`config.mk`:
```
export PLATFORM = sky130hd
export DESIGN_NAME = mem_issue
export DESIGN_NICKNAME = d
export VERILOG_FILES = /design/src/hw/lsu_pkg.sv /design/src/hw/mem_issue.sv
export SDC_FILE = /design/constraint.sdc
export NUM_CORES = 1
export LEC_CHECK = 0
export BUFFER_PORTS_ARGS = -buffer_cell sky130_fd_sc_hd__buf_2
export CAP_MARGIN = 20
export CORE_AREA = 2 2 104 106
export DETAILED_ROUTE_END_ITERATION = 10
export DIE_AREA = 0 0 106 108
export GPL_TIMING_DRIVEN = 0
export SLEW_MARGIN = 0
export SYNTH_ARGS = -nofsm -noshare
export SYNTH_HDL_FRONTEND = slang
export SYNTH_SLANG_ARGS = --single-unit
```
`constraint.sdc`:
```
create_clock -name vclk -period 2.3
set_clock_uncertainty 0.15 [all_clocks]
set_input_delay 0.115 -clock vclk [all_inputs]
set_output_delay 0.115 -clock vclk [all_outputs]
set_load 0.01 [all_outputs]
```
`src/hw/lsu_pkg.sv`:
```
package lsu_pkg;

    localparam int XLEN  = 32;
    localparam int TAG_W = 5;
    // program-order age where a lower value is older
    localparam int AGE_W = 16;

    // low three bits hold funct3 and bit 3 marks a store
    typedef enum logic [3:0] {
        lb  = 4'b0000,
        lh  = 4'b0001,
        lw  = 4'b0010,
        lbu = 4'b0100,
        lhu = 4'b0101,
        sb  = 4'b1000,
        sh  = 4'b1001,
        sw  = 4'b1010
    } mem_op_e;

    typedef enum logic [1:0] {
        mem_idle = 2'd0,
        mem_busy = 2'd1,
        mem_done = 2'd2
    } mem_state_e;

    typedef struct packed {
        logic             valid;
        logic             is_store;
        mem_op_e          op;
        logic [TAG_W-1:0] rs1_tag;
        logic             rs1_ready;
        logic [XLEN-1:0]  rs1_value;
        logic [TAG_W-1:0] rs2_tag;
        logic             rs2_ready;
        logic [XLEN-1:0]  rs2_value;
        logic [XLEN-1:0]  imm;
        logic [AGE_W-1:0] age;
        logic [TAG_W-1:0] rob_id;
    } ls_dispatch_t;

    typedef struct packed {
        logic             valid;
        logic [TAG_W-1:0] tag;
        logic [XLEN-1:0]  value;
    } cdb_t;

    typedef struct packed {
        ls_dispatch_t    inst;
        logic [XLEN-1:0] addr;
        logic            addr_known;
    } lsq_entry_t;

    typedef struct packed {
        logic             valid;
        logic             addr_known;
        logic [AGE_W-1:0] age;
        logic [XLEN-3:0]  word_addr;
    } store_probe_t;

    typedef struct packed {
        logic             valid;
        mem_op_e          op;
        logic [XLEN-1:0]  addr;
        logic [3:0]       mask;
        logic [XLEN-1:0]  wdata;
        logic [AGE_W-1:0] age;
        logic [TAG_W-1:0] rob_id;
    } ls_station_t;

    typedef struct packed {
        logic [XLEN-1:0] addr;
        logic [3:0]      rmask;
        logic [3:0]      wmask;
        logic [XLEN-1:0] wdata;
    } dmem_req_t;

    // byte lanes touched by an access for both reads and writes
    function automatic logic [3:0] access_mask(input mem_op_e op, input logic [1:0] lo);
        case (op)
            lb, lbu, sb: return 4'b0001 << lo;
            lh, lhu, sh: return 4'b0011 << lo;
            default:     return 4'b1111;
        endcase
    endfunction

endpackage
```
`src/hw/mem_issue.sv`:
```
`timescale 1ns/1ps

module mem_issue #(
    parameter int tag_w = lsu_pkg::TAG_W
) (
    input  lsu_pkg::ls_station_t load_st,
    input  lsu_pkg::ls_station_t store_st,
    input  logic                 load_ready,
    input  logic [tag_w-1:0]     rob_head,
    input  lsu_pkg::mem_state_e  mem_state,
    output lsu_pkg::dmem_req_t   dmem,
    output logic                 load_taken,
    output logic                 store_taken
);

    logic idle;
    logic store_go;
    logic load_go;

    assign idle = (mem_state == lsu_pkg::mem_idle);

    // a store writes memory only once it is the oldest instruction in the ROB
    assign store_go = store_st.valid && (store_st.rob_id[tag_w-1:0] == rob_head) && idle;
    assign load_go  = !store_go && load_st.valid && load_ready && idle;

    assign store_taken = store_go;
    assign load_taken  = load_go;

    always_comb begin
        dmem = '0;
        if (store_go) begin
            dmem.addr  = {store_st.addr[lsu_pkg::XLEN-1:2], 2'b00};
            dmem.wmask = store_st.mask;
            dmem.wdata = store_st.wdata;
        end else if (load_go) begin
            dmem.addr  = {load_st.addr[lsu_pkg::XLEN-1:2], 2'b00};
            dmem.rmask = load_st.mask;
        end
    end

endmodule

```
==> out/summary.txt <==
Post-synth top area share = 31.2%
Fin. max-slew vios = 0
Leading area contributor after synthesis = mux2i_1
FF/Latch Area = 0 µm²
Number of setup violations in the final report = 0
Pwr dens = 81.0 mW/mm²
Crit path DAT = 1500 ps
Vias in the first global route = 1560
Routed via count = 1661
GR Overflow Total = 0
CP max FO = 10
Top-Level Pins = 270
Post-synthesis to final-layout area growth = 115%
Filler Cell Count = 1201
Syn_area_per_cell = 6.22 µm²
Final hold violation count = 0
Met1 Routed Length = 2480 µm
Core ar. = 0.0102 mm²
Gp weighted congestion = 0.833
Setup WS pre-CTS = 486 ps
Antenna viol nets, final = 0
Critical Path Source Type = primary input
Register area share after synthesis = 0%
DR vias/cell = 3.47
Starting Density = 9.42%
Total inserted antenna cells = 0
Mapped Area = 963 µm²
Seq cells = 0
Outcome = finished, final reports clean
Clkbuf count = 0
Height of the die = 108 µm
Synth unique cells = 17
Crit path cell chain = buf_2 -> xnor2_1 -> nand4_1 -> nor2_4 -> buf_6 -> mux2i_1 -> buf_2
Residual DRC = 0
Gates resized, CTS repair = 0
Die ar. = 0.0114 mm²
Number of max-cap violations = 0
Multi-input gate area = 763 µm²
Peak VDD IR = 0.0230 mV
Drt wl/cell = 12.0 µm
Chip width = 106 µm
Synth area leaders = mux2i_1 31%, and2_1 23%, inv_1 12%
Total negative slack = 0 ps
RSZ-0062 raised after global routing = false
Nets = 541
Slowest cell on the critical path = nor2_4
I/O Buffers = 187
Post-CTS Setup Repair Bufs = 0
Crit-path max cell delay = 330 ps
Setup WS post-layout = 532 ps
Largest net degree at the start of global routing = 11
WHS = 365 ps
Gr usage total = 9.06%
Worst hold-check path type = primary input to primary output
Leak Pwr = 0.00134 µW
Synth cell count leaders = 36 x and2_1, 30 x inv_1, 30 x mux2i_1, 30 x nand2_1
Final WL = 5760 µm
Min Tclk post-route = 1770 ps
Fmax = 0.566 GHz
Site Rows = 37
Dpl hpwl = 5290 µm
Period utilization = 76.9%
DR top layer = met3
Initial antenna violation count = 0
Hold Buf Count CTS = 0
First-pass GRT wire length = 8120 µm
Crit Path Category = primary input to primary output
Layout cells sized above 1 = 58.6%
Cells after synthesis = 155
First-pass iteration count of the detailed router = 4
Initial drt markers = 39
Met2 wire len = 2580 µm
CP most frequent cell = buf_2
Met3 wire length = 698 µm
Yosys warns = 0
Top-count cell post-synth = and2_1
Crit end category = primary output
Worst EP required = 2040 ps
-- final timing paths --
path	end	cells past startpoint	slack, ps	start
max	dmem[42]	7	530	rob_head[0]
min	dmem[3]	3	360	store_st[24]
-- metal layers --
metal  up-vias  GRT usage [%]
li1        836              -
met3         0           3.07
met4         0         0.0940
met5         -              0
met2       113           15.9
met1       712           11.5
-- cells by family after synthesis --
| kind of cell | count (synthesis) | synth area share [%] |
|---|---|---|
| buffers and inverters | 43 | 21.2 |
| other | 1 | 0.389 |
| multiplexers | 30 | 31.2 |
| XOR/XNOR | 5 | 4.55 |
| AND/OR/NAND/NOR | 76 | 42.7 |
-- area by class of cell --
class,instances,area share [%]
buffer,13,4.41
inverter,30,5.43
timing repair buffer,187,45.1
tap,136,8.21
multi-input combinational,113,36.8
-- power breakdown --
part / internal [µW] / switching [µW]
sequential: 0 / 0
combinational: 100 / 67.6
clock: 0 / 0
total: 100 / 67.6
-- per-stage QoR --
step	std cells	area [µm²]	total power [µW]	utilization (%)
finish	479	2070	168	20.3
detailed placement	479	2070	169	20.3
CTS	479	2070	170	20.3
global placement	479	2070	168	20.3
global route	479	2070	187	20.3
floorplan	156	967	51.9	-
-- critical path, delay by kind of cell --
| kind | cells | cell delay, ps |
|---|---|---|
| buf+inv | 3 | 490 |
| simple gates | 2 | 490 |
| mux | 1 | 230 |
| xor+xnor | 1 | 160 |
-- cells in the final DEF (no fill, tap or decap) --
master and count:
mux2i_1 30, buf_6 3, clkbuf_2 2, inv_1 30, nand3_1 1, xnor2_1 5, buf_2 192, nor2_4 1
and3_1 1, and2_1 36, nor2b_1 1, conb_1 2, buf_4 3, nand4_1 1, nor2_1 1, and3b_1 4
nand2_1 30
(Power assumes the default switching activity.)
