$ cat src/hw/lsu_pkg.sv
package lsu_pkg;

    localparam int XLEN  = 32;
    localparam int TAG_W = 5;
    // program-order age where a lower value is older
    localparam int AGE_W = 16;

    // low three bits hold funct3 and bit 3 marks a store
    typedef enum logic [3:0] {
        lb  = 4'b0000,
        lh  = 4'b0001,
        lw  = 4'b0010,
        lbu = 4'b0100,
        lhu = 4'b0101,
        sb  = 4'b1000,
        sh  = 4'b1001,
        sw  = 4'b1010
    } mem_op_e;

    typedef enum logic [1:0] {
        mem_idle = 2'd0,
        mem_busy = 2'd1,
        mem_done = 2'd2
    } mem_state_e;

    typedef struct packed {
        logic             valid;
        logic             is_store;
        mem_op_e          op;
        logic [TAG_W-1:0] rs1_tag;
        logic             rs1_ready;
        logic [XLEN-1:0]  rs1_value;
        logic [TAG_W-1:0] rs2_tag;
        logic             rs2_ready;
        logic [XLEN-1:0]  rs2_value;
        logic [XLEN-1:0]  imm;
        logic [AGE_W-1:0] age;
        logic [TAG_W-1:0] rob_id;
    } ls_dispatch_t;

    typedef struct packed {
        logic             valid;
        logic [TAG_W-1:0] tag;
        logic [XLEN-1:0]  value;
    } cdb_t;

    typedef struct packed {
        ls_dispatch_t    inst;
        logic [XLEN-1:0] addr;
        logic            addr_known;
    } lsq_entry_t;

    typedef struct packed {
        logic             valid;
        logic             addr_known;
        logic [AGE_W-1:0] age;
        logic [XLEN-3:0]  word_addr;
    } store_probe_t;

    typedef struct packed {
        logic             valid;
        mem_op_e          op;
        logic [XLEN-1:0]  addr;
        logic [3:0]       mask;
        logic [XLEN-1:0]  wdata;
        logic [AGE_W-1:0] age;
        logic [TAG_W-1:0] rob_id;
    } ls_station_t;

    typedef struct packed {
        logic [XLEN-1:0] addr;
        logic [3:0]      rmask;
        logic [3:0]      wmask;
        logic [XLEN-1:0] wdata;
    } dmem_req_t;

    // byte lanes touched by an access for both reads and writes
    function automatic logic [3:0] access_mask(input mem_op_e op, input logic [1:0] lo);
        case (op)
            lb, lbu, sb: return 4'b0001 << lo;
            lh, lhu, sh: return 4'b0011 << lo;
            default:     return 4'b1111;
        endcase
    endfunction

endpackage
$ cat src/hw/load_station.sv
`timescale 1ns/1ps

module load_station #(
    parameter int store_depth = 8
) (
    input  logic                  clk,
    input  logic                  rst,
    input  logic                  flush,
    input  lsu_pkg::lsq_entry_t   in_entry,
    input  logic                  load,
    input  lsu_pkg::store_probe_t store_probes [store_depth],
    input  lsu_pkg::store_probe_t station_probe,
    input  logic                  taken,
    output lsu_pkg::ls_station_t  station,
    output logic                  ready_for_mem,
    output logic                  free
);

    logic older_conflict;

    // an older store blocks the load while its word is unknown or the same
    function automatic logic blocks(input lsu_pkg::store_probe_t p,
                                    input lsu_pkg::ls_station_t ld);
        return p.valid && (p.age < ld.age)
               && (!p.addr_known || (p.word_addr == ld.addr[lsu_pkg::XLEN-1:2]));
    endfunction

    always_comb begin
        older_conflict = blocks(station_probe, station);
        for (int i = 0; i < store_depth; i++) begin
            older_conflict = older_conflict || blocks(store_probes[i], station);
        end
    end

    assign free = !station.valid;

    always_ff @(posedge clk) begin
        if (rst || flush) begin
            station.valid <= 1'b0;
            ready_for_mem <= 1'b0;
        end else if (taken) begin
            station.valid <= 1'b0;
            ready_for_mem <= 1'b0;
        end else if (load) begin
            station.valid  <= 1'b1;
            station.op     <= in_entry.inst.op;
            station.addr   <= in_entry.addr;
            station.mask   <= lsu_pkg::access_mask(in_entry.inst.op, in_entry.addr[1:0]);
            station.wdata  <= '0;
            station.age    <= in_entry.inst.age;
            station.rob_id <= in_entry.inst.rob_id;
            // first check runs on the captured entry next cycle
            ready_for_mem  <= 1'b0;
        end else begin
            ready_for_mem <= station.valid && !older_conflict;
        end
    end

endmodule

$ cat config.mk
export PLATFORM = sky130hd
export DESIGN_NAME = load_station
export DESIGN_NICKNAME = d
export VERILOG_FILES = /design/src/hw/lsu_pkg.sv /design/src/hw/load_station.sv
export SDC_FILE = /design/constraint.sdc
export NUM_CORES = 1
export LEC_CHECK = 0
export BUFFER_PORTS_ARGS = -buffer_cell sky130_fd_sc_hd__buf_2
export CAP_MARGIN = 20
export CORE_AREA = 8 8 266 268
export CTS_CLUSTER_DIAMETER = 100
export DETAILED_ROUTE_END_ITERATION = 8
export DIE_AREA = 0 0 274 276
export GPL_TIMING_DRIVEN = 0
export PLACE_DENSITY = 0.44
export SKIP_CTS_REPAIR_TIMING = 1
export SYNTH_ARGS = -nofsm -noshare
export SYNTH_HDL_FRONTEND = slang
export SYNTH_SLANG_ARGS = --single-unit
$ cat constraint.sdc
create_clock -name clk -period 3.5 [get_ports clk]
set_input_delay 0.7 -clock clk [delete_from_list [all_inputs] [get_ports clk]]
set_output_delay 0.7 -clock clk [all_outputs]
set_load 0.1 [all_outputs]
==> results of run 1 <==
==> routing by layer <==
layer | vias to the layer above | part of all wire (%) | track usage, %
met4 | 8 | 3.0 | 4.80
met5 | - | 0.10 | 0
met3 | 81 | 8.9 | 4.10
met1 | 4239 | 42 | 16.4
met2 | 497 | 46 | 22.0
li1 | 4286 | - | -
==> power breakdown <==
part           internal [uW]  switching, uW
Combinational            498            808
Clock                    521            407
Sequential               853           11.4
Total                   1870           1230
==> state kept, by name (all words and copies together), names as in the netlist <==
| signal | count |
|---|---|
| ready_for_mem | 1 |
| station | 62 |
==> area by class of cell <==
| class | instances | area [um^2] |
|---|---|---|
| sequential | 63 | 1870 |
| timing repair buffer | 562 | 2810 |
| tap | 873 | 1090 |
| inverter | 22 | 82.6 |
| antenna | 7 | 17.5 |
| fill | 7524 | 53900 |
| clock inverter | 4 | 28.8 |
| clock buffer | 12 | 256 |
| buffer | 62 | 450 |
| multi-input combinational | 733 | 6080 |
==> cell usage after synthesis (all sizes together) (2+ instances only) <==
cell type  count
a2111o         2
a2111oi        4
a211o          5
a211oi         8
a21o          19
a21oi         32
a31oi          4
and3           2
and4           3
buf           62
dfxtp          2
edfxtp        61
ha           135
inv           22
nand2          9
nand2b        13
nand3         14
nand4         45
nor2          14
nor2b         10
nor3           4
nor3b          2
nor4          48
o2111ai        4
o211ai         4
o21a           3
o21ai         24
o221ai         2
o41ai          8
xnor2        100
xor2         170
==> worst max-delay path, cell delays in order, from the launching register on <==
cell and delay (ns):
edfxtp_1 0.43, buf_6 0.21, xor2_1 0.19, nor4_2 0.56, nand4_1 0.41, o41ai_2 0.63, a32oi_2 0.29, nand4_1 0.32
nor4_1 0.10
==> kinds of logic after synthesis <==
kind of cell	after synthesis
adders and majority gates	135
AOI/OAI and AO/OA	128
buffers and inverters	84
xor gates and xnor gates	270
DFF	63
and+or+nand+nor	168
other	1
==> worst min path at each step <==
stage	endpoint	cells after the start
floorplan	station[0]	0
global placement	station[93]	1
detailed placement	station[93]	1
CTS	station[7]	1
global route	station[7]	1
finish	station[3]	1
==> per-stage QoR <==
step | hold WS, ns | std cells | total power, uW | TNS [ns]
finish | 0.501 | 2338 | 3100 | 0
detailed placement | 0.536 | 2315 | 2190 | -0.606
global route | 0.474 | 2337 | 3270 | 0
global placement | 0.529 | 2310 | 2170 | -24.38
CTS | 0.467 | 2331 | 3160 | -0.489
floorplan | 0.799 | 880 | 1650 | 0
==> reports/results.ini, run 1 <==
[sta]
tightest_slew_ns = 0.917
fin_ws_ns = 0.207
max_freq_ghz = 0.304
slew_viol_final = 0
hold_viol_final = 0
finalSetupViolCount = 0
rsz0062_at_grt = no
fin_crit_ns = 3.29
maxSlewHeadroom_pct = 38.9
finClkSkew_ns = 0.0213
finalCritPeriodShare_pct = 94.1

[setup_path]
cp-start-kind = register
required_ns = 3.74
critPathKind = register to register
endpoint = ready_for_mem
r2r_start = station[81]
critPathMaxFanout = 9
cp-startpoint = station[81]
end_kind = register
r2r_end = ready_for_mem
worst-r2r-cell-count = 8
r2r_setup_slack_ns = 0.21
critPathArrivalTime_ns = 3.53

[placed_design]
place_hpwl_um = 46600
gp_congestion = 0.853
port_buffers = 557
placed_area_um2 = 12400
pre_cts_slack_ns = -0.606

[drt]
wl_per_cell_um = 22.9
drtIter0Drc = 438
drtAntennaViolNets = 0
drcViolationCount = 0
vias = 9111
drt-total-wl_um = 53500
vias_per_cell = 3.90
first_pass_iters = 5

[yosys]
muxShareOfSynthArea_pct = 0
synth_edf_count = 61
synth_seq_cells = 63
synth_warnings = 0
synth.area.top_cells = edfxtp_1 (22%), ha_1 (20%), xor2_1 (18%)
yosys.area.top_type = edfxtp_1
synthFlopType = edfxtp_1
netlist_area_um2 = 8320
ys_seq_area_share_pct = 22.5
yosys.area_share.simple_pct = 11.8
ys_types = 48
synthAdderAreaFrac_pct = 20.3
synth-xor-area-share_pct = 28.4
synth_cells = 849
synthArstFlopShare_pct = 0
synth_compound_area_share_pct = 10.5
synth_top_family_by_area = XOR/XNOR gates
synth_top_area_share_pct = 22.0
avgSynthCellArea_um2 = 9.80

[die]
initial_utilization_pct = 12.5
die_h_um = 276
fp.coreArea_um2 = 66600
ios = 701
die_w_um = 274
rows = 95
die_area_um2 = 75600

[clock_tree]
clock-sinks = 63
cts_tree = built
clkLatencyLatePin_ns = 0.37
numCtsBuffers = 9
path_clk_slew_ns = 0.08
htree_num_levels = 3
cts_buffer_depth = 2
root_buffer = clkbuf_16

[final_layout]
fin_nets = 2193
final_core_util_pct = 19.1
area_growth_pct = 52.7
drive_gt1_share_pct = 44.4
stdcell_area_um2 = 12700
final_common_cell = buf_2
final_cell_mix = buf_2 (578), xor2_1 (170), ha_1 (135), xnor2_1 (100), edfxtp_1 (61)

[power_and_ir_drop]
power.leakage_uw = 0.00596
power_density_nw_per_um2 = 244
ir_drop_v = 0.000216

[global_route]
antenna_found_initial = 18
grt_pass1_wl_um = 72000
grt_remaining_overflow = 0
grt_pass1_vias = 10000
grt_max_degree = 62
track_usage_pct = 13.4

[hold_path]
hp-class = input pin to register
hold_start = in_entry[36]

[job]
maxCapViolations = 0

[outcome]
status = finished clean

(Power assumes the default switching activity.)
==> run 2, diff against run 1 <==
--- a/config.mk
+++ b/config.mk
@@ -7,13 +7,12 @@
 export LEC_CHECK = 0
 export BUFFER_PORTS_ARGS = -buffer_cell sky130_fd_sc_hd__buf_2
 export CAP_MARGIN = 20
-export CORE_AREA = 8 8 266 268
+export CORE_AREA = 8 8 270 272
 export CTS_CLUSTER_DIAMETER = 100
 export DETAILED_ROUTE_END_ITERATION = 8
-export DIE_AREA = 0 0 274 276
+export DIE_AREA = 0 0 278 280
 export GPL_TIMING_DRIVEN = 0
-export PLACE_DENSITY = 0.44
-export SKIP_CTS_REPAIR_TIMING = 1
+export PLACE_DENSITY = 0.43
 export SYNTH_ARGS = -nofsm -noshare
 export SYNTH_HDL_FRONTEND = slang
 export SYNTH_SLANG_ARGS = --single-unit
==> run 2 against run 1 <==
Via count is 0.50% higher. Flip-flop and latch count unchanged. Design area rose by 0.29%. Non-clock buffer count decreased by 2. Fmax fell by 0.57%. Core utilization decreased by 0.60 points. Clock skew up 0.0048 ns. Die area is 2.9% higher. Critical path type unchanged. Largest cell class unchanged.
==> reports/results.ini, run 2 (synthesized netlist as in run 1, its figures left out) <==
[outcome]
status = finished clean

[drt]
first_pass_iters = 5  ; unchanged
top_layer = met5
wl_per_cell_um = 23.0  ; +0.63%
drcViolationCount = 0  ; unchanged
wl_met1_um = 22400  ; +0.80%
met3WireLength_um = 4820  ; +0.94%
drtAntennaViolNets = 0  ; unchanged
drt-total-wl_um = 54100  ; +1.2%
drtIter0Drc = 491  ; +12%
vias = 9157  ; +0.50%
wl_met2_um = 25500  ; +2.9%
vias_per_cell = 3.89  ; about the same

[power_and_ir_drop]
ir_drop_v = 0.000275  ; +27%
power.leakage_uw = 0.00598  ; +0.24%
p_seq_share_pct = 26.8  ; -1.1 points
clockPowerShare_pct = 32.3  ; +2.3 points
switching_share_pct = 38.6  ; -0.95 points
power_density_nw_per_um2 = 253  ; +3.7%
power_uw = 3220  ; +4.0%
comb_power_share_pct = 40.9  ; -1.3 points
internal_power_uw = 1980  ; +5.6%
switchingPower_uw = 1240  ; +1.5%

[setup_path]
required_ns = 3.75  ; about the same
end_kind = register
critPathMaxFanout = 9  ; unchanged
cp-start-kind = register
critPathArrivalTime_ns = 3.57  ; +0.04 ns
critPathKind = register to register

[final_layout]
largest_register_ffs = 62  ; unchanged
area_growth_pct = 53.1
fin_nets = 2191  ; -0.091%
drive_gt1_share_pct = 44.3  ; -0.076 points
final_cell_mix = buf_2 (577), xor2_1 (170), ha_1 (135), xnor2_1 (100), edfxtp_1 (61)
multi_input_area_um2 = 6080  ; about the same
final_core_util_pct = 18.5  ; -0.60 points
fillCellCount = 7784  ; +3.5%
largestRegisters = station: 62 flops, ready_for_mem: 1 flops
final_common_cell = buf_2
seq_area_um2 = 1870  ; unchanged
largest-register = station
stdcell_area_um2 = 12700  ; +0.29%

[sta]
whs_ns = 0.492  ; -0.00920 ns
finalSetupViolCount = 0  ; unchanged
hold_viol_final = 0  ; unchanged
rsz0062_at_grt = no
maxSlewHeadroom_pct = 37.9  ; -1.0 points
slew_viol_final = 0  ; unchanged
max_freq_ghz = 0.302  ; -0.57%
fin_crit_ns = 3.31  ; +0.0190 ns
tightest_slew_ns = 0.925  ; +0.00790 ns
finalCritPeriodShare_pct = 94.6  ; +0.54 points
finClkSkew_ns = 0.0261  ; +0.00480 ns

[die]
die_area_um2 = 77800  ; +2.9%
die_w_um = 278  ; +1.5%
fp.coreArea_um2 = 68900  ; +3.6%
initial_utilization_pct = 12.1  ; -0.43 points
ios = 701  ; unchanged
rows = 97  ; +2.1%
die_h_um = 280  ; +1.4%

[clock_tree]
cts_buffer_depth = 2  ; unchanged
root_buffer = clkbuf_16
clkLatencyLatePin_ns = 0.38  ; about the same
path_clk_slew_ns = 0.08  ; about the same
cts_tree = built
htree_num_levels = 3  ; unchanged
cts_setup_buffers = 0
clock-sinks = 63  ; unchanged
numCtsBuffers = 9  ; unchanged

[global_route]
track_usage_pct = 13.1  ; -0.34 points
grt_pass1_wl_um = 72000  ; about the same
antenna_found_initial = 14  ; -4
grt_remaining_overflow = 0  ; unchanged
grt_max_degree = 62  ; unchanged
grt_pass1_vias = 9848  ; -1.9%

[placed_design]
gp_congestion = 0.874  ; +2.4%
port_buffers = 557  ; unchanged
place_hpwl_um = 47700  ; +2.3%
placed_area_um2 = 12400  ; about the same

[hold_path]
hp-class = input pin to register

[job]
maxCapViolations = 0  ; unchanged

[run 2: layout make-up]
cell class                      count  share of cell area [%]
Buffer                             62                    3.54
Inverter                           22                   0.649
Antenna cell                        4                  0.0786
Sequential cell                    63                    14.7
Multi-Input combinational cell    733                    47.8
Tap cell                          891                    8.76
Clock inverter                      7                   0.747
Clock buffer                        9                    1.77
Timing Repair Buffer              560                    22.0
[run 2: repair_timing]
item | CTS | global route
setup endpoints to repair | 1 | 1
gates resized for setup | 6 | 2
hold buffers | 0 | 0
[run 2: worst paths after layout]
check | slack, ns | startpoint | depth (start not counted) | to
worst max-delay path | 0.19 | station[73] | 9 | ready_for_mem
worst min-delay path | 0.49 | in_entry[39] | 1 | station[6]
worst max register to register | 0.19 | station[73] | 9 | ready_for_mem
worst min register to register | 0.54 | station[93] | 1 | station[93]
[run 2: power by group through the flow]
stage               logic [uW]  registers, uW  clock network [uW]
finish                    1320            864                1040
global route              1420            867                1110
CTS                       1330            864                1090
detailed placement        1320            880                   0
global placement          1300            880                   0
floorplan                  614           1040                   0
[run 2: through the flow]
step / instances / TNS (ns) / setup WS (ns)
after floorplan: 880 / 0 / 0.629
after global placement: 2328 / -22.91 / -0.593
after detailed placement: 2331 / -0.625 / -0.625
after CTS: 2347 / 0 / 0.0478
after global routing: 2350 / 0 / 0.000993
final: 2351 / 0 / 0.188
[run 2: routing by layer]
layer  vias up  track usage [%]
met3        80             4.65
li1       4272                -
met4        14             3.42
met5         -                0
met1      4328             15.8
met2       463             21.9
[run 2: critical path: stages, from the launching register on]
cell,delay [ns]
edfxtp_1,0.38
buf_2,0.29
xor2_1,0.22
nor4_1,0.51
nand4_1,0.46
o41ai_1,0.62
buf_2,0.26
a31oi_1,0.09
nand4_1,0.28
nor4_1,0.08
