`src/hw/lsu_pkg.sv`:
```
package lsu_pkg;

    localparam int XLEN  = 32;
    localparam int TAG_W = 5;
    // program-order age where a lower value is older
    localparam int AGE_W = 16;

    // low three bits hold funct3 and bit 3 marks a store
    typedef enum logic [3:0] {
        lb  = 4'b0000,
        lh  = 4'b0001,
        lw  = 4'b0010,
        lbu = 4'b0100,
        lhu = 4'b0101,
        sb  = 4'b1000,
        sh  = 4'b1001,
        sw  = 4'b1010
    } mem_op_e;

    typedef enum logic [1:0] {
        mem_idle = 2'd0,
        mem_busy = 2'd1,
        mem_done = 2'd2
    } mem_state_e;

    typedef struct packed {
        logic             valid;
        logic             is_store;
        mem_op_e          op;
        logic [TAG_W-1:0] rs1_tag;
        logic             rs1_ready;
        logic [XLEN-1:0]  rs1_value;
        logic [TAG_W-1:0] rs2_tag;
        logic             rs2_ready;
        logic [XLEN-1:0]  rs2_value;
        logic [XLEN-1:0]  imm;
        logic [AGE_W-1:0] age;
        logic [TAG_W-1:0] rob_id;
    } ls_dispatch_t;

    typedef struct packed {
        logic             valid;
        logic [TAG_W-1:0] tag;
        logic [XLEN-1:0]  value;
    } cdb_t;

    typedef struct packed {
        ls_dispatch_t    inst;
        logic [XLEN-1:0] addr;
        logic            addr_known;
    } lsq_entry_t;

    typedef struct packed {
        logic             valid;
        logic             addr_known;
        logic [AGE_W-1:0] age;
        logic [XLEN-3:0]  word_addr;
    } store_probe_t;

    typedef struct packed {
        logic             valid;
        mem_op_e          op;
        logic [XLEN-1:0]  addr;
        logic [3:0]       mask;
        logic [XLEN-1:0]  wdata;
        logic [AGE_W-1:0] age;
        logic [TAG_W-1:0] rob_id;
    } ls_station_t;

    typedef struct packed {
        logic [XLEN-1:0] addr;
        logic [3:0]      rmask;
        logic [3:0]      wmask;
        logic [XLEN-1:0] wdata;
    } dmem_req_t;

    // byte lanes touched by an access for both reads and writes
    function automatic logic [3:0] access_mask(input mem_op_e op, input logic [1:0] lo);
        case (op)
            lb, lbu, sb: return 4'b0001 << lo;
            lh, lhu, sh: return 4'b0011 << lo;
            default:     return 4'b1111;
        endcase
    endfunction

endpackage
```
`src/hw/store_station.sv`:
```
`timescale 1ns/1ps

module store_station (
    input  logic                  clk,
    input  logic                  rst,
    input  logic                  flush,
    input  lsu_pkg::lsq_entry_t   in_entry,
    input  logic                  load,
    input  logic                  taken,
    output lsu_pkg::ls_station_t  station,
    output lsu_pkg::store_probe_t probe,
    output logic                  free
);

    logic [1:0]               lo;
    logic [lsu_pkg::XLEN-1:0] rs2;
    logic [lsu_pkg::XLEN-1:0] lane_data;

    assign lo  = in_entry.addr[1:0];
    assign rs2 = in_entry.inst.rs2_value;

    // rs2 moves into the addressed lanes and the rest stay zero
    always_comb begin
        lane_data = '0;
        case (in_entry.inst.op)
            lsu_pkg::sb: lane_data[8 * lo +: 8]       = rs2[7:0];
            lsu_pkg::sh: lane_data[16 * lo[1] +: 16]  = rs2[15:0];
            default:     lane_data                    = rs2;
        endcase
    end

    assign free = !station.valid;

    assign probe.valid      = station.valid;
    // only a store with a resolved address ever reaches here
    assign probe.addr_known = 1'b1;
    assign probe.age        = station.age;
    assign probe.word_addr  = station.addr[lsu_pkg::XLEN-1:2];

    always_ff @(posedge clk) begin
        if (rst || flush) begin
            station.valid <= 1'b0;
        end else if (taken) begin
            station.valid <= 1'b0;
        end else if (load) begin
            station.valid  <= 1'b1;
            station.op     <= in_entry.inst.op;
            station.addr   <= in_entry.addr;
            station.mask   <= lsu_pkg::access_mask(in_entry.inst.op, lo);
            station.wdata  <= lane_data;
            station.age    <= in_entry.inst.age;
            station.rob_id <= in_entry.inst.rob_id;
        end
    end

endmodule

```
`config.mk`:
```
export PLATFORM = sky130hd
export DESIGN_NAME = store_station
export DESIGN_NICKNAME = d
export VERILOG_FILES = /design/src/hw/lsu_pkg.sv /design/src/hw/store_station.sv
export SDC_FILE = /design/constraint.sdc
export NUM_CORES = 1
export LEC_CHECK = 0
export ABC_AREA = 1
export ABC_CLOCK_PERIOD_IN_PS = 7300
export BUFFER_PORTS_ARGS = -buffer_cell sky130_fd_sc_hd__buf_2
export CORE_AREA = 2 2 122 124
export CTS_CLUSTER_SIZE = 16
export DETAILED_ROUTE_END_ITERATION = 8
export DIE_AREA = 0 0 124 126
export SLEW_MARGIN = 20
export SYNTH_ARGS = -nofsm -noshare
export SYNTH_HDL_FRONTEND = slang
export SYNTH_SLANG_ARGS = --single-unit
```
`constraint.sdc`:
```
create_clock -name clk -period 7.3 [get_ports clk]
set_input_delay 0.73 -clock clk [delete_from_list [all_inputs] [get_ports clk]]
set_output_delay 0.73 -clock clk [all_outputs]
set_load 0.02 [all_outputs]
```
==> reports/metrics.csv, run 1 <==
stage;metric;value;unit
placement;hpwl;9.294;mm
sta;rsz0062_at_grt;no;
job;max-cap-violations;0;
cells_and_area;final_cells;736;
logic_synthesis;syn_nets;541;
setup_path;critPathArrivalTime;2.79;ns
die;rows;44;
detailed_routing;first_iter_violations;212;
cts;cts_buffers;9;
die;start_util;29.77;%
cts;cts_tree;yes;
cts;clock_latency;0.35;ns
pwr;peakVddDrop;98.40;uV
detailed_routing;drtAntennaViolNets;0;
cells_and_area;n_antenna_cell;0;
logic_synthesis;synth_warnings;0;
pwr;power_leakage;2.429;nW
cells_and_area;num-nets-final;725;
sta;finalHoldViolations;0;
detailed_routing;wl_per_cell;16.49;um
min_path;min_path_type;reg2reg;
cells_and_area;area_delta_synth_final;29.65;%
cts;htreeDepth;3;
die;die_x;124;um
detailed_routing;vias_per_cell;4.584;
sta;final-max-slew-violation-count;0;
cts;clk_pin_slew_worst_paths;0.07;ns
global_route;grt_pass1_vias;3149;
logic_synthesis;synth_cells;363;
sta;whs;0.4821;ns
sta;skew;0;ns
sta;setup_slack;4.480;ns
setup_path;critical_path_peak_fanout;61;
cells_and_area;final_util;38.60;%
global_route;grt-ovfl-total;0;
cts;root_buffer;clkbuf_16;
pwr;p_per_area;222.7;nW/um^2
setup_path;worstPathRequired;7.27;ns
logic_synthesis;avgSynthCellArea;11.74;sq um
placement;pre_cts_ws;4.101;ns
setup_path;path_class;in2reg;
cts;cts.sinks;94;
logic_synthesis;synth_cell_types;24;
detailed_routing;drt_wl_total;12.14;mm
setup_path;crit_slowest_cell;nor2_4;
cells_and_area;final_common_cell;buf_2;
sta;setup_tns;0;ns
die;io_pins;316;
cells_and_area;final_cell_mix;235 x buf_2, 93 x edfxtp_1, 81 x nand3_1;
sta;fmax;0.3546;GHz
run_status;status;completed;
logic_synthesis;synth-seq-area-share;66.00;%
sta;period_minus_slack;2.820;ns
global_route;grt_pass1_wl;17.42;mm
setup_path;start_kind;input port;
detailed_routing;vias;3374;
placement;dp_cells;720;
die;fp.dieH;126;um
cts;ctsHoldBuffers;0;
logic_synthesis;netlist_area;4262;sq um
cts;post-cts-setup-buffers;0;
placement;gp_congestion;0.7517;
setup_path;max_stage_delay;0.74;ns
cts;cts-resized-gates;0;
placement;port_buffers;235;
die;die-area;15620;sq um
sta;timing.slew.headroom;36.16;%
setup_path;crit_chain;buf_2 -> or3_1 -> nor2_4 -> buf_4;
setup_path;critPathCaptureType;flip-flop;
logic_synthesis;ys_ff_latch;94;
global_route;grt_start_max_net_pins;62;
global_route;antenna_found_initial;1;
cells_and_area;layout-drive-gt1-share;47.28;%
global_route;grt_util_all_layers;14.91;%
setup_path;cp_num_buf_inv;2;
setup_path;crit_family;simple AND/OR/NAND/NOR gates;
sta;setup_violations;0;
setup_path;ff2ff_setup_slack;6.73;ns
sta;fin_crit_sh;38.64;%
cts;cts.path.max_buffers;2;
die;coreArea;14310;sq um
detailed_routing;dr.pass1.iters;4;
detailed_routing;drc;0;
sta;worst_pin_slew;0.9554;ns
logic make-up after synthesis:
kind of cell	count (synthesis)	share of synthesized area, %
AOI/OAI and AO/OA	11	1.350
adders and majority gates	5	1.468
buffers and inverters	83	12.45
DFF	94	66.00
other	1	0.08800
and+or+nand+nor	169	18.64
cell usage after synthesis, drive strengths merged:
cell type	n	area share (%)
ha	5	1.5
o211ai	1	0.18
a21oi	2	0.23
conb	1	0.088
or3	1	0.15
dfxtp	1	0.47
nand2	59	5.5
buf	61	11
nor2	18	2.1
clkbuf	2	0.18
o21ai	8	0.94
edfxtp	93	66
nor3	9	1.1
inv	20	1.8
nand3	82	9.7
where the power goes:
group	total (W)	switching [W]	internal (W)
registers	0.000619	0.00000596	0.000613
logic	0.000139	0.0000926	0.0000463
clock network	0.000473	0.000205	0.000268
total	0.00123	0.000303	0.000927
final timing paths:
path	from	end	depth (start not counted)
min reg2reg	probe[47]	probe[47]	2
max	flush	probe[39]	4
max reg2reg	probe[47]	probe[47]	2
min	probe[47]	probe[47]	2
registers in the layout, summed over array words and instances (netlist names):
name and flops:
probe 47, station 47
layout make-up:
type                    count  area (sq um)
clock buffers              10         229.0
repair buffers            236          1184
fillers                  1449          8788
inverters                  20         75.07
clock inverters             6         68.82
flip-flops and latches     94          2813
multi-input cells         186         925.9
well taps                 184         230.2
routing by layer:
layer / wire [um] / track usage, % / share of wire, % / vias up
met2: 6135 / 25.99 / 51 / 166
met1: 4436 / 16.75 / 37 / 1604
li1: - / - / - / 1583
met5: 13 / 0 / 0.11 / -
met4: 246 / 5.552 / 2.0 / 2
met3: 1308 / 4.982 / 11 / 19
worst min-delay path, stage by stage, from the launching register on:
cell and delay [ns]:
dfxtp_1 0.32, inv_1 0.06, a21oi_1 0.05
per-stage QoR:
stage,total power (W),area (sq um)
after floorplan,0.0007177,4262
after global placement,0.0007678,5228
after detailed placement,0.0007705,5228
after CTS,0.001246,5525
after global routing,0.001282,5525
final,0.001231,5525
Power figures use the tool's default switching activity.
==> inputs of run 2 (changes only) <==
--- a/config.mk
+++ b/config.mk
@@ -6,12 +6,12 @@
 export NUM_CORES = 1
 export LEC_CHECK = 0
 export ABC_AREA = 1
-export ABC_CLOCK_PERIOD_IN_PS = 7300
+export ABC_CLOCK_PERIOD_IN_PS = 2400
 export BUFFER_PORTS_ARGS = -buffer_cell sky130_fd_sc_hd__buf_2
-export CORE_AREA = 2 2 122 124
+export CORE_AREA = 2 2 124 126
 export CTS_CLUSTER_SIZE = 16
 export DETAILED_ROUTE_END_ITERATION = 8
-export DIE_AREA = 0 0 124 126
+export DIE_AREA = 0 0 126 128
 export SLEW_MARGIN = 20
 export SYNTH_ARGS = -nofsm -noshare
 export SYNTH_HDL_FRONTEND = slang
==> constraint.sdc (replaced) <==
create_clock -name clk -period 2.4 [get_ports clk]
set_input_delay 0.24 -clock clk [delete_from_list [all_inputs] [get_ports clk]]
set_output_delay 0.24 -clock clk [all_outputs]
set_load 0.02 [all_outputs]
==> run 2 against run 1 <==
Against the previous run:
- clock power grew to 3.0 times the previous value
- wire length grew 8.0%
- critical path depth grew 3
- first-iteration DRC count grew 3.8%
- final area grew 1.0%
- via count grew 2.3%
- clock skew is the same
- final cell count grew 1.4%
- global-route usage grew 0.81 points
- worst setup slack lost 3.6 ns
- non-clock buffer count grew 6
- combinational power grew to 3.2 times the previous value
==> reports/metrics.csv, run 2 (synthesized netlist as in run 1, its figures left out) <==
stage;metric;value;unit;change
detailed_routing;vias;3452;;was 3,374
sta;period_minus_slack;1.569;ns;
sta;fmax;0.6375;GHz;
cts;cts_tree;yes;;unchanged
setup_path;cp_num_buf_inv;3;;was 2
die;coreArea;14860;sq um;was 14,310 sq um
setup_path;rr_worst_depth;2;;unchanged
setup_path;start_kind;input port;;unchanged
cts;cts.path.max_buffers;2;;unchanged
sta;skew;0;ns;unchanged
setup_path;timing.rr.start;probe[47];;unchanged
detailed_routing;vias_per_cell;4.627;;was 4.584
die;io_pins;316;;unchanged
cells_and_area;layout-drive-gt1-share;48.21;%;was 47.28%
sta;final-max-slew-violation-count;0;;unchanged
setup_path;worstPathRequired;2.49;ns;was 7.27 ns
detailed_routing;drc;0;;unchanged
cts;cts_buffers;9;;unchanged
detailed_routing;drtAntennaViolNets;0;;unchanged
setup_path;ff2ff_setup_slack;1.82;ns;was 6.73 ns
cells_and_area;final_cell_mix;235 x buf_2, 93 x edfxtp_1, 81 x nand3_1;;unchanged
cts;clock_latency;0.34;ns;was 0.35 ns
global_route;grt_pass1_vias;3324;;was 3,149
cells_and_area;ff_latch_area;2813;sq um;unchanged
job;max-cap-violations;0;;unchanged
run_status;status;completed;;unchanged
detailed_routing;drt_wl_total;13.11;mm;was 12.14 mm
pwr;power_leakage;2.463;nW;was 2.429 nW
global_route;grt_start_max_net_pins;61;;was 62
pwr;p_per_area;665.5;nW/um^2;was 222.7 nW/um^2
setup_path;max_stage_delay;0.39;ns;was 0.74 ns
setup_path;path_class;in2reg;;unchanged
die;start_util;28.67;%;was 29.77%
die;die-area;16130;sq um;was 15,620 sq um
setup_path;crit_family;buffers and inverters;;was simple AND/OR/NAND/NOR gates
global_route;grt_pass1_wl;18.88;mm;was 17.42 mm
die;die_x;126;um;was 124 um
cts;clk_pin_slew_worst_paths;0.07;ns;about the same
cells_and_area;n_fill_cell;1478;;was 1,449
setup_path;crit_slowest_cell;ha_1;;was nor2_4
sta;fin_crit_sh;65.36;%;
placement;gp_congestion;0.8112;;was 0.7517
cells_and_area;num-nets-final;731;;was 725
cells_and_area;multiInputGateArea;930.9;sq um;was 925.9 sq um
cts;post-cts-setup-buffers;0;;unchanged
setup_path;critical_path_peak_fanout;15;;was 61
pwr;total_power;0.003715;W;was 0.001231 W
setup_path;crit_cells;7;;was 4
placement;pre_cts_ws;0.5150;ns;was 4.101 ns
sta;setup_violations;0;;unchanged
setup_path;crit_chain;buf_2 -> inv_1 -> ha_1 -> inv_1 -> nor2_1 -> nand3_1 -> nand3_1;;was buf_2 -> or3_1 -> nor2_4 -> buf_4
detailed_routing;wl_per_cell;17.57;um;was 16.49 um
sta;finalHoldViolations;0;;unchanged
global_route;grt_util_all_layers;15.72;%;was 14.91%
sta;worst_pin_slew;0.5827;ns;was 0.9554 ns
detailed_routing;dr.pass1.iters;5;;was 4
cells_and_area;area_delta_synth_final;31.00;%;was 29.65%
detailed_routing;first_iter_violations;220;;was 212
cells_and_area;final_common_cell;buf_2;;unchanged
setup_path;critPathArrivalTime;1.66;ns;was 2.79 ns
setup_path;critPathCaptureType;flip-flop;;unchanged
setup_path;rr_endpoint;probe[47];;unchanged
placement;hpwl;10.11;mm;was 9.294 mm
cts;cts-resized-gates;0;;unchanged
setup_path;crit_end;station[41];;was probe[39]
die;fp.dieH;128;um;was 126 um
setup_path;crit_start;in_entry[1];;was flush
cells_and_area;final_util;37.56;%;was 38.60%
cts;htreeDepth;3;;unchanged
cells_and_area;n_antenna_cell;0;;unchanged
die;rows;45;;was 44
global_route;grt-ovfl-total;0;;unchanged
sta;rsz0062_at_grt;no;;unchanged
cts;root_buffer;clkbuf_16;;unchanged
sta;setup_slack;0.8313;ns;was 4.480 ns
global_route;antenna_found_initial;2;;was 1
sta;timing.slew.headroom;61.06;%;was 36.16%
pwr;peakVddDrop;304.7;uV;was 98.40 uV
cts;cts.sinks;94;;unchanged
min_path;min_path_type;in2reg;;was reg2reg
cts;ctsHoldBuffers;0;;unchanged
placement;port_buffers;235;;unchanged
==> run 2: how the worst min path moves through the flow <==
stage | from | endpoint | slack (ns) | cells after the start
after detailed placement | in_entry[18] | probe[15] | 0.42 | 1
after floorplan | in_entry[3] | probe[0] | 0.34 | 0
after CTS | in_entry[9] | probe[6] | 0.04 | 1
after global placement | in_entry[12] | probe[9] | 0.42 | 1
final | in_entry[9] | probe[6] | 0.06 | 1
after global routing | in_entry[26] | probe[23] | 0.04 | 1
==> run 2: final cells by class <==
cell class / instances / area share (%)
multi-input combinational: 186 / 16.67
clock inverter: 7 / 1.121
clock buffer: 9 / 4.034
tap: 188 / 4.213
sequential: 94 / 50.38
inverter: 20 / 1.345
timing repair buffer: 242 / 22.23
==> run 2: power by group <==
part / switching, W / internal [W]
Clock: 0.000669 / 0.000727
Combinational: 0.000288 / 0.000150
Sequential: 0.0000192 / 0.00186
==> run 2: per-stage QoR <==
| step | instances | TNS, ns | area, sq um | hold WS (ns) |
|---|---|---|---|---|
| after global placement | 730 | 0 | 5295 | 0.4166 |
| after global routing | 746 | 0 | 5583 | 0.04067 |
| after floorplan | 363 | -4.361 | 4274 | 0.3389 |
| after CTS | 746 | 0 | 5583 | 0.04165 |
| final | 746 | 0 | 5583 | 0.06025 |
| after detailed placement | 730 | 0 | 5295 | 0.4181 |
==> run 2: metal layers <==
| layer | wire length, um | share of wire [%] | GRT usage (%) | vias up |
|---|---|---|---|---|
| li1 | - | - | - | 1601 |
| met3 | 1292 | 9.9 | 6.093 | 22 |
| met2 | 6508 | 50 | 26.69 | 187 |
| met1 | 5034 | 38 | 18.01 | 1638 |
| met4 | 244 | 1.9 | 5.947 | 4 |
| met5 | 27 | 0.21 | 0 | - |
==> inputs of run 3 (changes only) <==
--- a/config.mk
+++ b/config.mk
@@ -6,12 +6,12 @@
 export NUM_CORES = 1
 export LEC_CHECK = 0
 export ABC_AREA = 1
-export ABC_CLOCK_PERIOD_IN_PS = 2400
+export ABC_CLOCK_PERIOD_IN_PS = 1600
 export BUFFER_PORTS_ARGS = -buffer_cell sky130_fd_sc_hd__buf_2
-export CORE_AREA = 2 2 124 126
+export CORE_AREA = 2 2 122 124
 export CTS_CLUSTER_SIZE = 16
 export DETAILED_ROUTE_END_ITERATION = 8
-export DIE_AREA = 0 0 126 128
+export DIE_AREA = 0 0 124 126
 export SLEW_MARGIN = 20
 export SYNTH_ARGS = -nofsm -noshare
 export SYNTH_HDL_FRONTEND = slang
==> constraint.sdc (replaced) <==
create_clock -name clk -period 1.6 [get_ports clk]
set_input_delay 0.16 -clock clk [delete_from_list [all_inputs] [get_ports clk]]
set_output_delay 0.16 -clock clk [all_outputs]
set_load 0.02 [all_outputs]
==> run 3 against run 2 <==
Against the previous run:
- total power increased by 56%
- clock power increased by 56%
- sequential power up 51%
- final area grew 11%
- first-iteration DRC count shrank 7.3%
- wire length up 6.1%
- critical path type unchanged
==> reports/metrics.csv, run 3 (synthesized netlist as in run 1, its figures left out) <==
stage;metric;value;unit;change
cells_and_area;final_cells;801;;was 746
cells_and_area;multiInputGateArea;930.9;sq um;unchanged
detailed_routing;drc;0;;unchanged
sta;fmax;0.8499;GHz;
global_route;antenna_found_initial;0;;was 2
pwr;peakVddDrop;402.2;uV;was 304.7 uV
setup_path;path_class;in2reg;;unchanged
cts;cts.sinks;94;;unchanged
die;start_util;29.77;%;was 28.67%
global_route;grt_util_met1;18.07;%;was 18.01%
sta;final-max-slew-violation-count;0;;unchanged
detailed_routing;vias_per_cell;4.557;;was 4.627
global_route;grt_util_all_layers;16.58;%;was 15.72%
cells_and_area;area_delta_synth_final;45.27;%;was 31.00%
placement;gp_congestion;0.8152;;was 0.8112
pwr;total_power;0.005796;W;was 0.003715 W
cts;clk_pin_slew_worst_paths;0.07;ns;about the same
global_route;grt_start_max_net_pins;51;;was 61
setup_path;crit_chain;buf_2 -> inv_1 -> ha_1 -> inv_1 -> buf_12 -> nand3_1 -> nand3_1;;was buf_2 -> inv_1 -> ha_1 -> inv_1 -> nor2_1 -> nand3_1 -> nand3_1
cts;htreeDepth;3;;unchanged
die;io_pins;316;;unchanged
detailed_routing;drt_wl_total;13.90;mm;was 13.11 mm
global_route;gr-usage-met3;5.435;%;was 6.093%
cells_and_area;final_cell_mix;235 x buf_2, 93 x edfxtp_1, 81 x nand3_1;;unchanged
setup_path;max_stage_delay;0.47;ns;was 0.39 ns
setup_path;worstPathRequired;1.68;ns;was 2.49 ns
die;rows;44;;was 45
sta;setup_violations;0;;unchanged
detailed_routing;drtAntennaViolNets;0;;unchanged
run_status;status;completed;;unchanged
cells_and_area;ff_latch_area;2813;sq um;unchanged
global_route;grt_pass1_wl;19.16;mm;was 18.88 mm
placement;dp_cells;734;;was 730
cts;post-cts-setup-buffers;0;;unchanged
global_route;grt-busiest-layer;met2;;unchanged
setup_path;crit_slowest_cell;ha_1;;unchanged
sta;finalHoldViolations;0;;unchanged
sta;setup_slack;0.4234;ns;was 0.8313 ns
die;die-area;15620;sq um;was 16,130 sq um
sta;rsz0062_at_grt;no;;unchanged
detailed_routing;dr.pass1.iters;5;;unchanged
setup_path;critPathArrivalTime;1.26;ns;was 1.66 ns
die;coreArea;14310;sq um;was 14,860 sq um
cells_and_area;n_antenna_cell;0;;unchanged
cells_and_area;num-nets-final;790;;was 731
sta;whs;0.07829;ns;was 0.06025 ns
global_route;met2_usage;30.32;%;was 26.69%
sta;setup_tns;0;ns;unchanged
cts;cts_buffers;9;;unchanged
global_route;grt_pass1_vias;3534;;was 3,324
die;die_x;124;um;was 126 um
setup_path;start_kind;input port;;unchanged
placement;hpwl;10.16;mm;was 10.11 mm
sta;period_minus_slack;1.177;ns;
cells_and_area;n_fill_cell;1331;;was 1,478
detailed_routing;first_iter_violations;204;;was 220
placement;pre_cts_ws;0.03677;ns;was 0.5150 ns
cts;cts.path.max_buffers;2;;unchanged
pwr;p_per_area;936.2;nW/um^2;was 665.5 nW/um^2
placement;port_buffers;235;;unchanged
min_path;min_path_type;in2reg;;unchanged
global_route;grt-ovfl-total;0;;unchanged
setup_path;critical_path_peak_fanout;14;;was 15
detailed_routing;wl_per_cell;17.35;um;was 17.57 um
die;fp.dieH;126;um;was 128 um
sta;skew;0;ns;unchanged
cells_and_area;final_common_cell;buf_2;;unchanged
pwr;power_leakage;2.727;nW;was 2.463 nW
cts;cts_tree;yes;;unchanged
job;max-cap-violations;0;;unchanged
sta;fin_crit_sh;73.54;%;
cts;clock_latency;0.34;ns;about the same
detailed_routing;vias;3650;;was 3,452
cells_and_area;layout-drive-gt1-share;44.89;%;was 48.21%
setup_path;critPathCaptureType;flip-flop;;unchanged
cts;root_buffer;clkbuf_16;;unchanged
run 3: changes by cell type in the layout (fill, tap and decap cells not counted), sizes merged:
| cell | previous run | this run |
|---|---|---|
| dlygate4sd3 | 0 | 51 |
| buf | 242 | 250 |
| bufinv | 0 | 1 |
| clkinv | 3 | 2 |
| clkinvlp | 0 | 1 |
| inv | 24 | 23 |
run 3: layout make-up:
class                   count  area share, %
clock buffers               9          3.638
clock inverters             7          1.293
inverters                  20          1.213
multi-input cells         186          15.04
flip-flops and latches     94          45.43
well taps                 184          3.719
repair buffers            301          29.67
run 3: final timing paths:
check / from / endpoint / slack [ns] / cells after the start
hold reg to reg: probe[47] / probe[47] / 0.50 / 2
hold / removal: in_entry[163] / station[90] / 0.08 / 1
setup / recovery: in_entry[1] / station[23] / 0.42 / 7
setup reg to reg: probe[47] / probe[47] / 0.99 / 2
run 3: stage by stage:
step | util (%) | cell area (sq um)
floorplan | - | 4274
global placement | 37.55 | 5375
detailed placement | 37.55 | 5375
CTS | 43.18 | 6181
global route | 43.25 | 6191
finish | 43.25 | 6191
run 3: critical path: cells and delay by family:
| family | cells | cell delay (ns) |
|---|---|---|
| fa+ha+maj | 1 | 0.47 |
| buf+inv | 4 | 0.46 |
| simple gates | 2 | 0.16 |
run 3: repair_timing:
| item | CTS | global route |
|---|---|---|
| setup endpoints to repair | 0 | 0 |
| gates resized for setup | 0 | 0 |
| hold endpoints to repair | 50 | 1 |
| hold buffers | 50 | 1 |
run 3: metal layers:
metal,vias to the layer above,part of all wire [%],routed length [um]
li1,1708,-,-
met1,1771,38,5317
met2,159,52,7175
met3,12,9.1,1263
met4,0,1.0,144
met5,-,0,0
run 3: where the power goes:
group	internal [W]	switching (W)	total (W)
combinational	0.000326	0.000461	0.000787
clock	0.00123	0.000949	0.00218
sequential	0.00280	0.0000319	0.00283
